===== src/design/ex_pkg.sv =====
package ex_pkg;

    localparam int xlen         = 32;
    localparam int rob_size     = 32;
    localparam int tag_w        = $clog2(rob_size);
    localparam int num_ways     = 3;   // issue lanes, also alus and mults
    localparam int mult_stages  = 4;
    localparam int num_slots    = 2 * num_ways;
    localparam int mult_chunk_w = 2 * xlen / mult_stages; // multiplier bits folded in per stage

    typedef logic [xlen-1:0]  data_t;
    typedef logic [tag_w-1:0] tag_t;

    typedef enum logic {
        fu_alu  = 1'b0,
        fu_mult = 1'b1
    } fu_kind_e;

    // integer and branch functions
    typedef enum logic [3:0] {
        alu_add  = 4'h0,
        alu_sub  = 4'h1,
        alu_and  = 4'h2,
        alu_or   = 4'h3,
        alu_xor  = 4'h4,
        alu_sll  = 4'h5,
        alu_srl  = 4'h6,
        alu_sra  = 4'h7,
        alu_slt  = 4'h8,
        alu_sltu = 4'h9,
        alu_beq  = 4'ha,
        alu_bne  = 4'hb,
        alu_blt  = 4'hc,
        alu_bge  = 4'hd
    } alu_op_e;

    typedef enum logic [3:0] {
        mul_mul    = 4'h0,
        mul_mulh   = 4'h1,
        mul_mulhsu = 4'h2,
        mul_mulhu  = 4'h3
    } mul_op_e;

    // same four bits, meaning depends on the unit kind
    typedef union packed {
        alu_op_e alu;
        mul_op_e mul;
    } fu_op_u;

endpackage


===== src/design/fu_issue_if.sv =====
`timescale 1ns/10ps

interface fu_issue_if import ex_pkg::*; ();

    logic   valid;
    logic   ready;   // unit can take an op this cycle
    fu_op_u op;
    tag_t   tag;
    data_t  opa;
    data_t  opb;
    data_t  npc;
    logic   halt;

    modport router (
        output valid, op, tag, opa, opb, npc, halt,
        input  ready
    );

    modport unit (
        input  valid, op, tag, opa, opb, npc, halt,
        output ready
    );

endinterface


===== src/design/fu_result_if.sv =====
`timescale 1ns/10ps

interface fu_result_if import ex_pkg::*; ();

    logic  valid;
    logic  ready;         // slot empty or draining
    tag_t  tag;
    data_t value;
    data_t npc;
    logic  halt;
    logic  branch_taken;

    modport unit (
        output valid, tag, value, npc, halt, branch_taken,
        input  ready
    );

    modport buffer (
        input  valid, tag, value, npc, halt, branch_taken,
        output ready
    );

endinterface


===== src/design/int_alu.sv =====
`timescale 1ns/10ps

module int_alu import ex_pkg::*; (
    input  logic        clock,
    input  logic        reset,
    input  logic        clear,
    fu_issue_if.unit    issue,
    fu_result_if.unit   result
);

    data_t alu_value;
    logic  alu_taken;
    logic  accept;

    // free unless a result sits unclaimed
    assign issue.ready = !result.valid || result.ready;
    assign accept      = issue.valid && issue.ready;

    always_comb begin
        alu_value = '0;
        alu_taken = 1'b0;
        case (issue.op.alu)
            alu_add:  alu_value = issue.opa + issue.opb;
            alu_sub:  alu_value = issue.opa - issue.opb;
            alu_and:  alu_value = issue.opa & issue.opb;
            alu_or:   alu_value = issue.opa | issue.opb;
            alu_xor:  alu_value = issue.opa ^ issue.opb;
            alu_sll:  alu_value = issue.opa << issue.opb[4:0];
            alu_srl:  alu_value = issue.opa >> issue.opb[4:0];
            alu_sra:  alu_value = $signed(issue.opa) >>> issue.opb[4:0];
            alu_slt:  alu_value = {{(xlen-1){1'b0}}, ($signed(issue.opa) < $signed(issue.opb))};
            alu_sltu: alu_value = {{(xlen-1){1'b0}}, (issue.opa < issue.opb)};
            // branches only produce the taken flag
            alu_beq:  alu_taken = (issue.opa == issue.opb);
            alu_bne:  alu_taken = (issue.opa != issue.opb);
            alu_blt:  alu_taken = ($signed(issue.opa) < $signed(issue.opb));
            alu_bge:  alu_taken = ($signed(issue.opa) >= $signed(issue.opb));
            default:  alu_value = '0;
        endcase
    end

    always_ff @(posedge clock) begin
        if (reset || clear) begin
            result.valid <= 1'b0;
        end else if (accept) begin
            result.valid <= 1'b1;
        end else if (result.ready) begin
            result.valid <= 1'b0;   // taken by the buffer
        end
    end

    // output register, held while back-pressured
    always_ff @(posedge clock) begin
        if (accept) begin
            result.value        <= alu_value;
            result.branch_taken <= alu_taken;
            result.tag          <= issue.tag;
            result.npc          <= issue.npc;
            result.halt         <= issue.halt;
        end
    end

endmodule


===== src/flat_wrapper.sv =====
// flat-port wrapper written by rule: the top's interface ports become plain ports
module int_alu_flat import ex_pkg::*;
  (clock, reset, clear, issue_valid, issue_op, issue_tag, issue_opa, issue_opb, issue_npc, issue_halt, issue_ready, result_valid, result_tag, result_value, result_npc, result_halt, result_branch_taken, result_ready);
  fu_issue_if issue_i ();
  fu_result_if result_i ();
  input  logic clock;
  input  logic reset;
  input  logic clear;
  input wire logic [$bits(issue_i.valid)-1:0] issue_valid;
  input wire logic [$bits(issue_i.op)-1:0] issue_op;
  input wire logic [$bits(issue_i.tag)-1:0] issue_tag;
  input wire logic [$bits(issue_i.opa)-1:0] issue_opa;
  input wire logic [$bits(issue_i.opb)-1:0] issue_opb;
  input wire logic [$bits(issue_i.npc)-1:0] issue_npc;
  input wire logic [$bits(issue_i.halt)-1:0] issue_halt;
  output wire logic [$bits(issue_i.ready)-1:0] issue_ready;
  output wire logic [$bits(result_i.valid)-1:0] result_valid;
  output wire logic [$bits(result_i.tag)-1:0] result_tag;
  output wire logic [$bits(result_i.value)-1:0] result_value;
  output wire logic [$bits(result_i.npc)-1:0] result_npc;
  output wire logic [$bits(result_i.halt)-1:0] result_halt;
  output wire logic [$bits(result_i.branch_taken)-1:0] result_branch_taken;
  input wire logic [$bits(result_i.ready)-1:0] result_ready;
  assign issue_i.valid = issue_valid;
  assign issue_i.op = issue_op;
  assign issue_i.tag = issue_tag;
  assign issue_i.opa = issue_opa;
  assign issue_i.opb = issue_opb;
  assign issue_i.npc = issue_npc;
  assign issue_i.halt = issue_halt;
  assign issue_ready = issue_i.ready;
  assign result_valid = result_i.valid;
  assign result_tag = result_i.tag;
  assign result_value = result_i.value;
  assign result_npc = result_i.npc;
  assign result_halt = result_i.halt;
  assign result_branch_taken = result_i.branch_taken;
  assign result_i.ready = result_ready;
  int_alu u_core (.clock(clock), .reset(reset), .clear(clear), .issue(issue_i), .result(result_i));
endmodule

===== config.mk =====
export PLATFORM = sky130hd
export DESIGN_NAME = int_alu_flat
export DESIGN_NICKNAME = d
export VERILOG_FILES = /design/src/design/ex_pkg.sv /design/src/design/fu_issue_if.sv /design/src/design/fu_result_if.sv /design/src/design/int_alu.sv /design/src/flat_wrapper.sv
export SDC_FILE = /design/constraint.sdc
export NUM_CORES = 1
export LEC_CHECK = 0
export BUFFER_PORTS_ARGS = -buffer_cell sky130_fd_sc_hd__buf_4
export CAP_MARGIN = 20
export CORE_AREA = 2 2 151 153
export DETAILED_ROUTE_END_ITERATION = 10
export DIE_AREA = 0 0 153 155
export PLACE_DENSITY = 0.72
export SYNTH_ARGS = -nofsm -noshare
export SYNTH_HDL_FRONTEND = slang
export SYNTH_SLANG_ARGS = --single-unit

===== constraint.sdc =====
create_clock -name clock -period 5.1 [get_ports clock]
set_input_delay 0.765 -clock clock [delete_from_list [all_inputs] [get_ports clock]]
set_output_delay 0.765 -clock clock [all_outputs]
set_load 0.02 [all_outputs]

# --- Word-level counts from Yosys, hierarchy flattened ---
# Cells that the tools add are included.
classes:
  add_sub_neg: 2
  order_cmp: 3
  eq_ne: 15
  n_shift: 3
  mux: 4
  bitwise: 3
  reduce_logical: 6
ops:
  columns: ["cell", "count"]
  rows:
  - ["$pmux W32 S10", 1]
  - ["$lt A32 B32 Y1", 2]
  - ["$add A32 B32 Y32", 1]
  - ["$and A32 B32 Y32", 1]
  - ["$eq A32 B32 Y1", 1]
  - ["$ge A32 B32 Y1", 1]
  - ["$ne A32 B32 Y1", 1]
  - ["$or A32 B32 Y32", 1]
  - ["$shl A32 B5 Y32", 1]
  - ["$shr A32 B5 Y32", 1]
  - ["$sshr A32 B5 Y32", 1]
  - ["$sub A32 B32 Y32", 1]
  - ["$xor A32 B32 Y32", 1]
  - ["$eq A4 B4 Y1 const B", 6]
  - ["$eq A4 B3 Y1 const B", 4]
  - ["$eq A4 B2 Y1 const B", 2]
  - ["$eq A4 B1 Y1 const B", 1]
  - ["$logic_not A4 Y1", 1]
  - ["$pmux W1 S4", 1]
  - ["$logic_or A1 B1 Y1", 2]
  - ["$mux W1", 2]
  - ["$reduce_bool A2 Y1", 1]
  - ["$logic_and A1 B1 Y1", 1]
  - ["$logic_not A1 Y1", 1]
word_totals:
  regBits: 72
  elab_cells: 42

# --- Depth between registers and ports, before layout ---
logic_depth:
  word_depth: 4
  ltp_mapped: 16

# --- Least setup slack after synthesis ---
# No wires, ideal clock.
synth_timing:
  path_type: "input -> register"
  from: "input port issue_opb[2]"
  to: "register u_core.result.value[21], data pin"
  setup_ns: 0.272
  arrival_ns: 4.137
  required_time_ns: 4.828
  slack_ns: 0.691
  cell_stages: 16
  cell_sequence: "buf_2 > inv_1 > buf_2 > buf_1 > clkbuf_1 > ha_1 > clkbuf_2 > o21ai_0 > o21bai_1 > a211o_1 > o21ai_2 > o21ai_1 > a21boi_1 > o22a_1 > nor2_1 > or4_1"
synth_via:
  elab_chain_cells: 2
  elab_cells_between_ends: 6
  classes_between: "2 x add/sub; 3 x shift; 1 x mux"
synth_lines:
  columns: ["item", "line_no", "text"]
  rows:
  - ["start, declared", "flat_wrapper.sv:13", "input wire logic [$bits(issue_i.opb)-1:0] issue_opb;"]
  - ["$sub A32 B32 Y32 (tied with other cells)", "int_alu.sv:24", "alu_sub: alu_value = issue.opa - issue.opb;"]
  - ["$pmux W32 S10 *", "int_alu.sv:22", "case (issue.op.alu)"]
  - ["net u_core.alu_value[21]", "int_alu.sv:11", "data_t alu_value;"]
  - ["end signal, assigned", "int_alu.sv:55", "result.value <= alu_value;"]
  - ["end, declared", "fu_result_if.sv:14", "output valid, tag, value, npc, halt, branch_taken,"]
# Mark *: on every way through the listed nets, which the timed path passes. The rest lies on a longest branch.
# A chain may end at the register's enable or synchronous reset.

# --- Worst setup path after layout ---
layout_timing:
  from: "input port issue_opb[0]"
  to: "register u_core.result.value[30], data pin"
# The elaborated chain is that of the path after synthesis.

==> run summary <==
Synth area leaders: edfxtp_1, ha_1, mux4_2
WS Path Type: input pin to flop
Sum Neg Setup Slack: 0 ps
path depth of the worst reg2reg path: 2
Synth Warn #: 0
DR DRC count: 0
CP endpoint: u_core.result.value[30]$_DFFE_PP_
Critical Path Fanout Max: 21
layout cells sized above 1: 19.65%
RSZ-0062 raised after global routing: false
Seq pwr share: 29.1%
root buffer cell: clkbuf_16
PD cells: 197.5 nW/µm²
Slew Limit Fails: 0
die area: 23720 µm²
gpl congestion: 1.007
global-route wire length before repair: 69.46 mm
Core Area: 22230 µm²
post-synthesis sequential area ratio: 19.75%
period utilization: 81.06%
num ports: 184
Via density: 6.868
H-tree depth: 3
Post-Route WL: 46.26 mm
register bit count reported by yosys: 72
syn_nets: 1594
DP Wirelength: 34.98 mm
DR vias: 12266
CTS Buf Count: 9
IR Drop Worst-Case VDD: 0.1564 mV
asr flop ratio synth: 0%
status: complete, no violations
fin crit period: 4134 ps
Post-Layout Cell Count: 1786
# clock sinks: 72
PortBufs: 183
Post-Synthesis Cells: 1380
hold slack: 539.6 ps
design area: 12690 µm²
total gr overflow: 0
Slew HR: 30.59%
Net Switching: 1.028 mW
clock transition at the registers of the reported paths: 60 ps
DRT antenna net count: 0
endpoints failing setup: 0
endpoint type of the worst setup path: flop
area of the multi-input gates: 7951 µm²
hold buffer count at CTS: 0
Initial DRT Pass Iterations: 6
min-delay worst type: flop to flop
Die X: 153 µm
count of cell types in the netlist: 85
switching share of power: 41.00%
vias in the first global route: 11234
Total GRT Usage: 37.85%
Synth Flop Type: edfxtp_1
net count reported at finish: 1711
row cnt: 55
ant diodes: 0
fill cell count: 2113
Syn-to-layout area delta: 16.49%
post_cts resized: 0
R2R Setup Slk: 3450 ps
Final Hold Viols: 0
actual slew at the worst max-slew pin: 1037 ps
postcts setup bufs: 0
Critical R2R Capture: u_core.result.value[7]$_DFFE_PP_
crit start category: input pin
static leakage: 5.478 nW
clock share of power: 23.3%
worst endpoint data arrival time: 4230 ps
initial antenna violation count: 0
Reg2Reg Launch Point: u_core.result.valid$_SDFFE_PP0P_
Int Power: 1.479 mW
starting density of the core: 49.03%
Post-synth EDFFs: 71
top cell type's share of synthesized area: 19.56%
clock buffer depth: 2
post-synthesis cell area: 10900 µm²
DP Cell Count: 1771
clock skew: 8.557 ps
Mapped Avg Cell Area: 7.897 µm²
Min-Delay Path Depth: 2
Routed WL per cell: 25.90 µm
Skew-Pair Late Insertion Delay: 340 ps
Synth area leader: edfxtp_1
Core Util, Final: 57.11%
DP Area: 12430 µm²
MaxCap Viol Count: 0
Critical Path RT: 5200 ps
pin count of the biggest net entering global routing: 74
Comb pwr share: 47.6%
Vert. Die Dim: 155 µm
Initial DRC Count: 1587
max frequency: 241.9 MHz
register area: 2152 µm²
Setup crit start: issue_opb[0]
CTS tree: built
## flip-flops by register name, summed over array words and instances, names as in the netlist
name                        cells
u_core.result.npc              32
u_core.result.value            32
u_core.result.valid             1
u_core.result.halt              1
u_core.result.tag               5
u_core.result.branch_taken      1
## logic make-up (layout without fill, tap and decap cells)
group / count (synthesis) / count (layout) / synth area share [%]
adders and majority gates: 103 / 103 / 11.96
buffers and inverters: 205 / 326 / 7.612
and+or+nand+nor: 429 / 429 / 17.81
AOI/OAI and AO/OA: 479 / 479 / 29.30
muxes: 89 / 89 / 13.33
DFF: 72 / 72 / 19.75
xor gates and xnor gates: 3 / 3 / 0.2411
## cell usage after synthesis (28+ instances only)
library cell,count
o21ai_0,89
o211ai_1,28
mux2i_1,39
nand2_1,153
mux4_2,44
edfxtp_1,71
clkbuf_1,61
nor2_1,140
inv_1,98
a21oi_1,121
ha_1,101
## placed cells by master, fill, tap and decap left out, types with 6 or more instances in the layout
cell       netlist  layout
buf_4            1     210
nand2_1        153     153
nor2_1         140     140
a21oi_1        121     121
ha_1           101     101
inv_1           98      98
o21ai_0         89      89
edfxtp_1        71      71
mux4_2          44      44
mux2i_1         39      39
o211ai_1        28      28
nand3_1         26      26
a211oi_1        26      26
nor3_1          24      23
o21bai_1        19      19
o22ai_1         19      19
a221oi_1        18      18
o221ai_1        18      18
a21o_1          17      17
o31ai_1         16      16
or3_1           15      15
a31oi_1         15      15
nand4_1         12      12
nor2b_1          9       9
and2_1          10       9
o21a_1           9       9
clkbuf_16        0       9
nor4_1           9       8
a211o_1          8       8
o2111ai_1        7       7
a22oi_1          7       7
a221o_1          7       7
nand2b_1         6       6
and3_1           6       6
## cell type report
| class | count | share of cell area, % |
|---|---|---|
| clock buffers | 9 | 1.774 |
| clock inverters | 6 | 0.2957 |
| inverters | 100 | 2.957 |
| multi-input cells | 1103 | 62.64 |
| flip-flops and latches | 72 | 16.95 |
| well taps | 285 | 2.809 |
| repair buffers | 211 | 12.58 |
## critical path, stage by stage
cell	delay, ps
buf_4	290
ha_1	240
inv_1	60
fa_1	410
nor3b_1	180
o31ai_1	400
a211oi_2	170
a21oi_1	210
o31ai_1	160
a211oi_1	590
nor3_1	170
o31a_1	270
o32a_1	320
## per-layer routing
layer  vias to the layer above  wire length (µm)  global-route usage, %
li1                       5413                 -                      -
met3                       120              5713                  7.465
met1                      5843             18440                  52.77
met4                         0              1598                  12.74
met2                       890             20500                  59.09
met5                         -                 0                      0
## how the worst min path moves through the flow
| stage | to | slack [ps] | startpoint |
|---|---|---|---|
| finish | u_core.result.valid$_SDFFE_PP0P_ | 540 | u_core.result.valid$_SDFFE_PP0P_ |
| global route | u_core.result.valid$_SDFFE_PP0P_ | 560 | u_core.result.valid$_SDFFE_PP0P_ |
| CTS | u_core.result.valid$_SDFFE_PP0P_ | 550 | u_core.result.valid$_SDFFE_PP0P_ |
| detailed placement | u_core.result.valid$_SDFFE_PP0P_ | 540 | u_core.result.valid$_SDFFE_PP0P_ |
| global placement | u_core.result.valid$_SDFFE_PP0P_ | 520 | u_core.result.valid$_SDFFE_PP0P_ |
| floorplan | u_core.result.valid$_SDFFE_PP0P_ | 740 | u_core.result.valid$_SDFFE_PP0P_ |
## power by group through the flow
stage / Sequential (mW) / Combinational (mW) / Clock (mW)
finish: 0.730 / 1.19 / 0.585
global route: 0.734 / 1.27 / 0.609
CTS: 0.731 / 1.16 / 0.587
detailed placement: 0.743 / 1.15 / 0
global placement: 0.740 / 1.15 / 0
floorplan: 0.801 / 0.668 / 0
## metrics by stage
step | worst slack, ps | power (mW)
3_3_place_gp | 726.1 | 1.891
5_1_grt | 897.0 | 2.616
4_1_cts | 1080 | 2.476
6_report | 966.1 | 2.507
3_5_place_dp | 743.9 | 1.896
2_1_floorplan | 690.9 | 1.469
(Power assumes the default switching activity.)
