## src/design/ex_pkg.sv

```systemverilog
package ex_pkg;

    localparam int xlen         = 32;
    localparam int rob_size     = 32;
    localparam int tag_w        = $clog2(rob_size);
    localparam int num_ways     = 3;   // issue lanes, also alus and mults
    localparam int mult_stages  = 4;
    localparam int num_slots    = 2 * num_ways;
    localparam int mult_chunk_w = 2 * xlen / mult_stages; // multiplier bits folded in per stage

    typedef logic [xlen-1:0]  data_t;
    typedef logic [tag_w-1:0] tag_t;

    typedef enum logic {
        fu_alu  = 1'b0,
        fu_mult = 1'b1
    } fu_kind_e;

    // integer and branch functions
    typedef enum logic [3:0] {
        alu_add  = 4'h0,
        alu_sub  = 4'h1,
        alu_and  = 4'h2,
        alu_or   = 4'h3,
        alu_xor  = 4'h4,
        alu_sll  = 4'h5,
        alu_srl  = 4'h6,
        alu_sra  = 4'h7,
        alu_slt  = 4'h8,
        alu_sltu = 4'h9,
        alu_beq  = 4'ha,
        alu_bne  = 4'hb,
        alu_blt  = 4'hc,
        alu_bge  = 4'hd
    } alu_op_e;

    typedef enum logic [3:0] {
        mul_mul    = 4'h0,
        mul_mulh   = 4'h1,
        mul_mulhsu = 4'h2,
        mul_mulhu  = 4'h3
    } mul_op_e;

    // same four bits, meaning depends on the unit kind
    typedef union packed {
        alu_op_e alu;
        mul_op_e mul;
    } fu_op_u;

endpackage

```

## src/design/fu_issue_if.sv

```systemverilog
`timescale 1ns/10ps

interface fu_issue_if import ex_pkg::*; ();

    logic   valid;
    logic   ready;   // unit can take an op this cycle
    fu_op_u op;
    tag_t   tag;
    data_t  opa;
    data_t  opb;
    data_t  npc;
    logic   halt;

    modport router (
        output valid, op, tag, opa, opb, npc, halt,
        input  ready
    );

    modport unit (
        input  valid, op, tag, opa, opb, npc, halt,
        output ready
    );

endinterface

```

## src/design/fu_result_if.sv

```systemverilog
`timescale 1ns/10ps

interface fu_result_if import ex_pkg::*; ();

    logic  valid;
    logic  ready;         // slot empty or draining
    tag_t  tag;
    data_t value;
    data_t npc;
    logic  halt;
    logic  branch_taken;

    modport unit (
        output valid, tag, value, npc, halt, branch_taken,
        input  ready
    );

    modport buffer (
        input  valid, tag, value, npc, halt, branch_taken,
        output ready
    );

endinterface

```

## src/design/pipelined_mult.sv

```systemverilog
`timescale 1ns/10ps

module pipelined_mult import ex_pkg::*; (
    input  logic        clock,
    input  logic        reset,
    input  logic        clear,
    fu_issue_if.unit    issue,
    fu_result_if.unit   result
);

    logic [2*xlen-1:0]    in_a, in_b;
    logic                 sign_a, sign_b;
    logic                 keep_hi;
    logic                 advance;
    logic [mult_stages-1:0] s_valid;
    logic [2*xlen-1:0]    s_a [mult_stages-1];   // operands, not needed after last fold
    logic [2*xlen-1:0]    s_b [mult_stages-1];
    logic [2*xlen-1:0]    s_acc [mult_stages];
    logic                 s_hi [mult_stages];
    tag_t                 s_tag [mult_stages];
    data_t                s_npc [mult_stages];
    logic                 s_halt [mult_stages];

    // one chunk of b times a, shifted into place
    function automatic logic [2*xlen-1:0] partial(input logic [2*xlen-1:0] a,
                                                  input logic [2*xlen-1:0] b,
                                                  input int k);
        logic [mult_chunk_w-1:0] chunk;
        chunk = b[k*mult_chunk_w +: mult_chunk_w];
        return (a * {{(2*xlen-mult_chunk_w){1'b0}}, chunk}) << (k * mult_chunk_w);
    endfunction

    // signedness per rv32m op
    always_comb begin
        sign_a  = (issue.op.mul == mul_mulh) || (issue.op.mul == mul_mulhsu);
        sign_b  = (issue.op.mul == mul_mulh);
        keep_hi = (issue.op.mul != mul_mul);
        in_a    = {{xlen{sign_a & issue.opa[xlen-1]}}, issue.opa};
        in_b    = {{xlen{sign_b & issue.opb[xlen-1]}}, issue.opb};
    end

    // whole pipe stalls on an untaken result
    assign advance     = !s_valid[mult_stages-1] || result.ready;
    assign issue.ready = advance;

    always_ff @(posedge clock) begin
        if (reset || clear) begin
            s_valid <= '0;
        end else if (advance) begin
            s_valid <= {s_valid[mult_stages-2:0], issue.valid};
        end
    end

    always_ff @(posedge clock) begin
        if (advance) begin
            s_a[0]    <= in_a;
            s_b[0]    <= in_b;
            s_acc[0]  <= partial(in_a, in_b, 0);
            s_hi[0]   <= keep_hi;
            s_tag[0]  <= issue.tag;
            s_npc[0]  <= issue.npc;
            s_halt[0] <= issue.halt;
            for (int k = 1; k < mult_stages; k++) begin
                s_acc[k]  <= s_acc[k-1] + partial(s_a[k-1], s_b[k-1], k);
                s_hi[k]   <= s_hi[k-1];
                s_tag[k]  <= s_tag[k-1];
                s_npc[k]  <= s_npc[k-1];
                s_halt[k] <= s_halt[k-1];
            end
            for (int k = 1; k < mult_stages - 1; k++) begin
                s_a[k] <= s_a[k-1];
                s_b[k] <= s_b[k-1];
            end
        end
    end

    assign result.valid        = s_valid[mult_stages-1];
    assign result.tag          = s_tag[mult_stages-1];
    assign result.npc          = s_npc[mult_stages-1];
    assign result.halt         = s_halt[mult_stages-1];
    assign result.branch_taken = 1'b0;
    assign result.value        = s_hi[mult_stages-1] ? s_acc[mult_stages-1][2*xlen-1:xlen]
                                                     : s_acc[mult_stages-1][xlen-1:0];

endmodule

```

## src/flat_wrapper.sv

```systemverilog
// flat-port wrapper written by rule: the top's interface ports become plain ports
module pipelined_mult_flat import ex_pkg::*;
  (clock, reset, clear, issue_valid, issue_op, issue_tag, issue_opa, issue_opb, issue_npc, issue_halt, issue_ready, result_valid, result_tag, result_value, result_npc, result_halt, result_branch_taken, result_ready);
  fu_issue_if issue_i ();
  fu_result_if result_i ();
  input  logic clock;
  input  logic reset;
  input  logic clear;
  input wire logic [$bits(issue_i.valid)-1:0] issue_valid;
  input wire logic [$bits(issue_i.op)-1:0] issue_op;
  input wire logic [$bits(issue_i.tag)-1:0] issue_tag;
  input wire logic [$bits(issue_i.opa)-1:0] issue_opa;
  input wire logic [$bits(issue_i.opb)-1:0] issue_opb;
  input wire logic [$bits(issue_i.npc)-1:0] issue_npc;
  input wire logic [$bits(issue_i.halt)-1:0] issue_halt;
  output wire logic [$bits(issue_i.ready)-1:0] issue_ready;
  output wire logic [$bits(result_i.valid)-1:0] result_valid;
  output wire logic [$bits(result_i.tag)-1:0] result_tag;
  output wire logic [$bits(result_i.value)-1:0] result_value;
  output wire logic [$bits(result_i.npc)-1:0] result_npc;
  output wire logic [$bits(result_i.halt)-1:0] result_halt;
  output wire logic [$bits(result_i.branch_taken)-1:0] result_branch_taken;
  input wire logic [$bits(result_i.ready)-1:0] result_ready;
  assign issue_i.valid = issue_valid;
  assign issue_i.op = issue_op;
  assign issue_i.tag = issue_tag;
  assign issue_i.opa = issue_opa;
  assign issue_i.opb = issue_opb;
  assign issue_i.npc = issue_npc;
  assign issue_i.halt = issue_halt;
  assign issue_ready = issue_i.ready;
  assign result_valid = result_i.valid;
  assign result_tag = result_i.tag;
  assign result_value = result_i.value;
  assign result_npc = result_i.npc;
  assign result_halt = result_i.halt;
  assign result_branch_taken = result_i.branch_taken;
  assign result_i.ready = result_ready;
  pipelined_mult u_core (.clock(clock), .reset(reset), .clear(clear), .issue(issue_i), .result(result_i));
endmodule
```

## config.mk

```make
export PLATFORM = sky130hd
export DESIGN_NAME = pipelined_mult_flat
export DESIGN_NICKNAME = d
export VERILOG_FILES = /design/src/design/ex_pkg.sv /design/src/design/fu_issue_if.sv /design/src/design/fu_result_if.sv /design/src/design/pipelined_mult.sv /design/src/flat_wrapper.sv
export SDC_FILE = /design/constraint.sdc
export NUM_CORES = 2
export LEC_CHECK = 0
export ABC_AREA = 1
export BUFFER_PORTS_ARGS = -buffer_cell sky130_fd_sc_hd__buf_4
export CAP_MARGIN = 20
export CORE_UTILIZATION = 55
export CTS_CLUSTER_SIZE = 12
export DETAILED_ROUTE_END_ITERATION = 10
export PLACE_DENSITY = 0.69
export SLEW_MARGIN = 20
export SYNTH_ARGS = -nofsm -noshare
export SYNTH_HDL_FRONTEND = slang
export SYNTH_SLANG_ARGS = --single-unit
```

## constraint.sdc

```tcl
create_clock -name clock -period 40.1 [get_ports clock]
set_clock_uncertainty 0.15 [all_clocks]
set_input_delay 6.015 -clock clock [delete_from_list [all_inputs] [get_ports clock]]
set_output_delay 6.015 -clock clock [all_outputs]
set_load 0.05 [all_outputs]
```

* Word-level counts from Yosys, hierarchy flattened
Memory sizes are Yosys's and may differ from the RTL's.
Index checks and enable logic that the tools add are counted.
** Storage, ports and cells
- Bits in writable memories :: 796
- Output and inout port bits :: 73
- Memories kept :: 7
- Logic and storage cells :: 27
- Bits in registers :: 4
** Operators by class
- Add/subtract/negate cells :: 3
- Reductions and logical operators :: 5
- Bitwise logic cells :: 2
- Mux-type cells :: 3
- $mul :: 4
- Eq/ne operators :: 2
** Memories
- u_core.s_acc :: depth 4, width 64, read ports 4, clocked after memory_dff 0, wr ports 4, RTL line pipelined_mult.sv:18 : logic [2*xlen-1:0] s_acc [mult_stages];
- u_core.s_a :: depth 3, width 64, read ports 3, clocked after memory_dff 0, wr ports 3, RTL line pipelined_mult.sv:16 : logic [2*xlen-1:0] s_a [mult_stages-1];
- u_core.s_b :: depth 3, width 64, read ports 3, clocked after memory_dff 0, wr ports 3, RTL line pipelined_mult.sv:17 : logic [2*xlen-1:0] s_b [mult_stages-1];
- u_core.s_npc :: depth 4, width 32, read ports 4, clocked after memory_dff 0, wr ports 4, RTL line pipelined_mult.sv:21 : data_t s_npc [mult_stages];
- u_core.s_tag :: depth 4, width 5, read ports 4, clocked after memory_dff 0, wr ports 4, RTL line pipelined_mult.sv:20 : tag_t s_tag [mult_stages];
- u_core.s_halt :: depth 4, width 1, read ports 4, clocked after memory_dff 0, wr ports 4, RTL line pipelined_mult.sv:22 : logic s_halt [mult_stages];
- +1 memories
** Operators by type and width (count)
- $add 64x64->64 :: 3
- $mul 64x16->16 :: 1
- $mul 64x16->32 :: 1
- $mul 64x16->48 :: 1
- $mul 33x17->50 :: 1
- $mux 32 :: 1
- $eq 4x1->1 const B :: 1
- $eq 4x2->1 const B :: 1
- $reduce_bool 4->1 :: 1
- $logic_or 1x1->1 :: 3
- $and 1x1->1 :: 2
- $mux 1 :: 2
- $logic_not 1->1 :: 1

* Longest topological paths before layout
- Word-level depth :: 4
- Gate-level depth with buffers :: 43
- Mapped depth without buffers :: 41

* Least setup slack after synthesis
Ideal clock, no wire load.
- Path kind :: input -> output
- Start :: in result_ready
- End :: out issue_ready
- Data required time :: 33935 ps
- Stages on the path :: 2
- Path buffers :: 0
- Arrival :: 16035 ps
- Setup slack :: 17900 ps
- Path through :: nor2_1 > inv_1
** On the way
- Cells in the longest elaborated chain, start to end :: 1
** Ends and longest elaborated chain
- start: declaration :: RTL line flat_wrapper.sv:23 : input wire logic [$bits(result_i.ready)-1:0] result_ready;
- $logic_or 1x1->1 :: RTL line pipelined_mult.sv:43 : assign advance = !s_valid[mult_stages-1] || result.ready;
- end: declaration :: RTL line flat_wrapper.sv:16 : output wire logic [$bits(issue_i.ready)-1:0] issue_ready;
No other way between the ends.

* Final worst setup path
Ends and elaborated chain as after synthesis.

==> results.json <==
{
  "synthAdderAreaFrac_pct": 43.4,
  "end_kind": "primary output",
  "finalSetupViolCount": 0,
  "initial_core_util_pct": 55.5,
  "grt_max_degree": 187,
  "synth_xor_area_share_pct": 2.77,
  "synth.yosys.seq_area_share_pct": 21.5,
  "die_height_um": 358,
  "ys_warn_count": 0,
  "top_layer": "met5",
  "rows": 130,
  "dp_hpwl_um": 149000,
  "die-width_um": 358,
  "synth_common_cells": "inv_1, nand2_1, fa_1",
  "worstSkewPairLatency_ps": 700,
  "synth-async-reset-ratio_pct": 0,
  "io_buffers": 182,
  "synth_edf_count": 498,
  "postCtsSetupBuffers": 0,
  "antenna_found_initial": 6,
  "synth_top_family_by_area": "adder cells",
  "dr.pass1.iters": 5,
  "place_ws_ps": 26610,
  "cts_tree": "built",
  "netlist_instances": 7890,
  "yosysTopAreaCellShare_pct": 36.4,
  "wl_met3_um": 11500,
  "setup_slack_ps": 26670,
  "clockBufferDepth": 3,
  "cts.sinks": 502,
  "synth_compound_area_share_pct": 4.36,
  "grt_pass1_vias": 53501,
  "synth_most_common_cell": "inv_1",
  "timing.rr.end": "u_core.s_acc[1][63]",
  "drt_iter0_drc": 3555,
  "tns_ps": 0,
  "synthMuxAreaShare_pct": 0.516,
  "timing.fmax_mhz": 74.5,
  "cts.htree.levels": 2,
  "r2r_slack_ps": 31440,
  "n_fill_cell": 11125,
  "routedWlPerCell_um": 18.9,
  "remaining_drc_errors": 0,
  "worst_slew_pin_slew_ps": 1070,
  "grt_usage_pct": 29.3,
  "grt.overflow.total": 0,
  "fin_util_pct": 59.0,
  "die-area_um2": 128000,
  "worstPathArrival_ps": 7270,
  "hold_viol_final": 0,
  "min_path_cells": 0,
  "postRouteAntennaNets": 0,
  "cp_common_cell": "buf_4",
  "crit_type": "in2out",
  "final_nets": 9670,
  "totalWireLength_um": 181000,
  "netlist_area_um2": 69800,
  "syn_avg_cell_area_um2": 8.84,
  "status": "finished clean",
  "ctsResizeCount": 0,
  "ys_ff_latch": 502,
  "r2r_start": "u_core.s_a[0][63]",
  "cpMaxStageDelayCell": "nor2_1",
  "drive_gt1_share_pct": 4.78,
  "wl_met1_um": 74800,
  "gp_congestion": 1.01,
  "core_um2": 126000,
  "hold_path_end": "u_core.s_acc[3][47]",
  "finalCriticalPeriod_ps": 13430,
  "maxCapViolCount": 0,
  "cp_max_fo": 120,
  "grt_pass1_wl_um": 290000,
  "path_cells": "buf_4, nor2_1, inv_8, buf_4",
  "synthTopCellsByArea": "fa_1, edfxtp_1, inv_1, nand2_1, ha_1",
  "synth.largest_area_cell": "fa_1",
  "via_per_inst": 5.28,
  "num_io_pins": 184,
  "drv_slew": 0,
  "critPathMaxStageDelay_ps": 430,
  "r2r_cells": 34,
  "root_buffer": "clkbuf_16",
  "wl_met2_um": 88400,
  "syn_nets": 9663,
  "hold_path.class": "reg2reg",
  "numCtsBuffers": 57,
  "synth-simple-area-share_pct": 14.1,
  "min-delay-start": "u_core.s_acc[2][47]",
  "area_growth_pct": 6.34,
  "synthFlopType": "edfxtp_1",
  "clkTransAtPathRegs_ps": 60,
  "ys_types": 57,
  "slew_headroom_pct": 29.0,
  "min_period_over_period_pct": 33.5,
  "start_kind": "primary input",
  "cp.required_ps": 33940,
  "vias": 50585,
  "hold_buffers": 0,
  "rsz0062_at_grt": "false"
}
==> critical path: cells and delay by family <==
family                 cells  cell delay, ps
buffers and inverters      3             810
AND/OR/NAND/NOR            1             430
==> routing by layer <==
layer  track usage, %  up-vias
li1                 -    23228
met1             39.2    25351
met2             49.7     1661
met3             3.73      337
met4             9.09        8
met5                0        -
==> cell usage in the layout (no fill, tap or decap), types with 135 or more instances in the layout <==
| cell | n |
|---|---|
| xor2_1 | 158 |
| o21ai_0 | 135 |
| edfxtp_1 | 498 |
| fa_1 | 1268 |
| inv_1 | 2176 |
| nand2_1 | 1829 |
| nor2_1 | 345 |
| ha_1 | 394 |
| a21oi_1 | 273 |
| nand3_1 | 179 |
| buf_4 | 216 |
==> worst max-delay path by stage <==
stage / start / endpoint / cells past startpoint
CTS: result_ready / issue_ready / 4
detailed placement: result_ready / issue_ready / 4
floorplan: result_ready / issue_ready / 2
finish: result_ready / issue_ready / 4
global placement: result_ready / issue_ready / 4
global route: result_ready / issue_ready / 4
==> cell families (layout without fill, tap and decap cells) <==
group / after synthesis / after routing
buffers and inverters: 2453 / 2495
adders and majority gates: 1662 / 1662
xor gates and xnor gates: 221 / 221
and+or+nand+nor: 2479 / 2479
AOI/OAI and AO/OA: 540 / 540
other: 1 / 3
muxes: 32 / 32
DFF: 502 / 502
==> area by class of cell <==
| class | instances | area, µm² | area share [%] |
|---|---|---|---|
| multi-input cells | 4935 | 45500 | 61.4 |
| diodes | 2 | 5.00 | 0.00674 |
| clock inverters | 27 | 264 | 0.356 |
| well taps | 1650 | 2060 | 2.78 |
| flip-flops and latches | 502 | 15000 | 20.3 |
| inverters | 2184 | 8210 | 11.1 |
| clock buffers | 67 | 1460 | 1.97 |
| repair buffers | 217 | 1640 | 2.21 |
==> stage by stage <==
step	cell area (µm²)	instances	hold WS, ps
3_5_place_dp	72500	9488	255
6_report	74200	9584	234
4_1_cts	74200	9582	242
3_3_place_gp	72500	9488	250
2_1_floorplan	69800	7890	250
5_1_grt	74200	9582	252
==> sequential cells by signal, indices dropped and copies added, names as in the netlist <==
register        cells
u_core.s_tag       20
u_core.s_hi         4
u_core.s_b         19
u_core.s_a         81
u_core.s_npc      128
u_core.s_acc      242
u_core.s_halt       4
u_core.s_valid      4
Power is left out: the tool's default activity adds up to more than one toggle a clock period on the data nets, which glitch-free logic cannot reach.
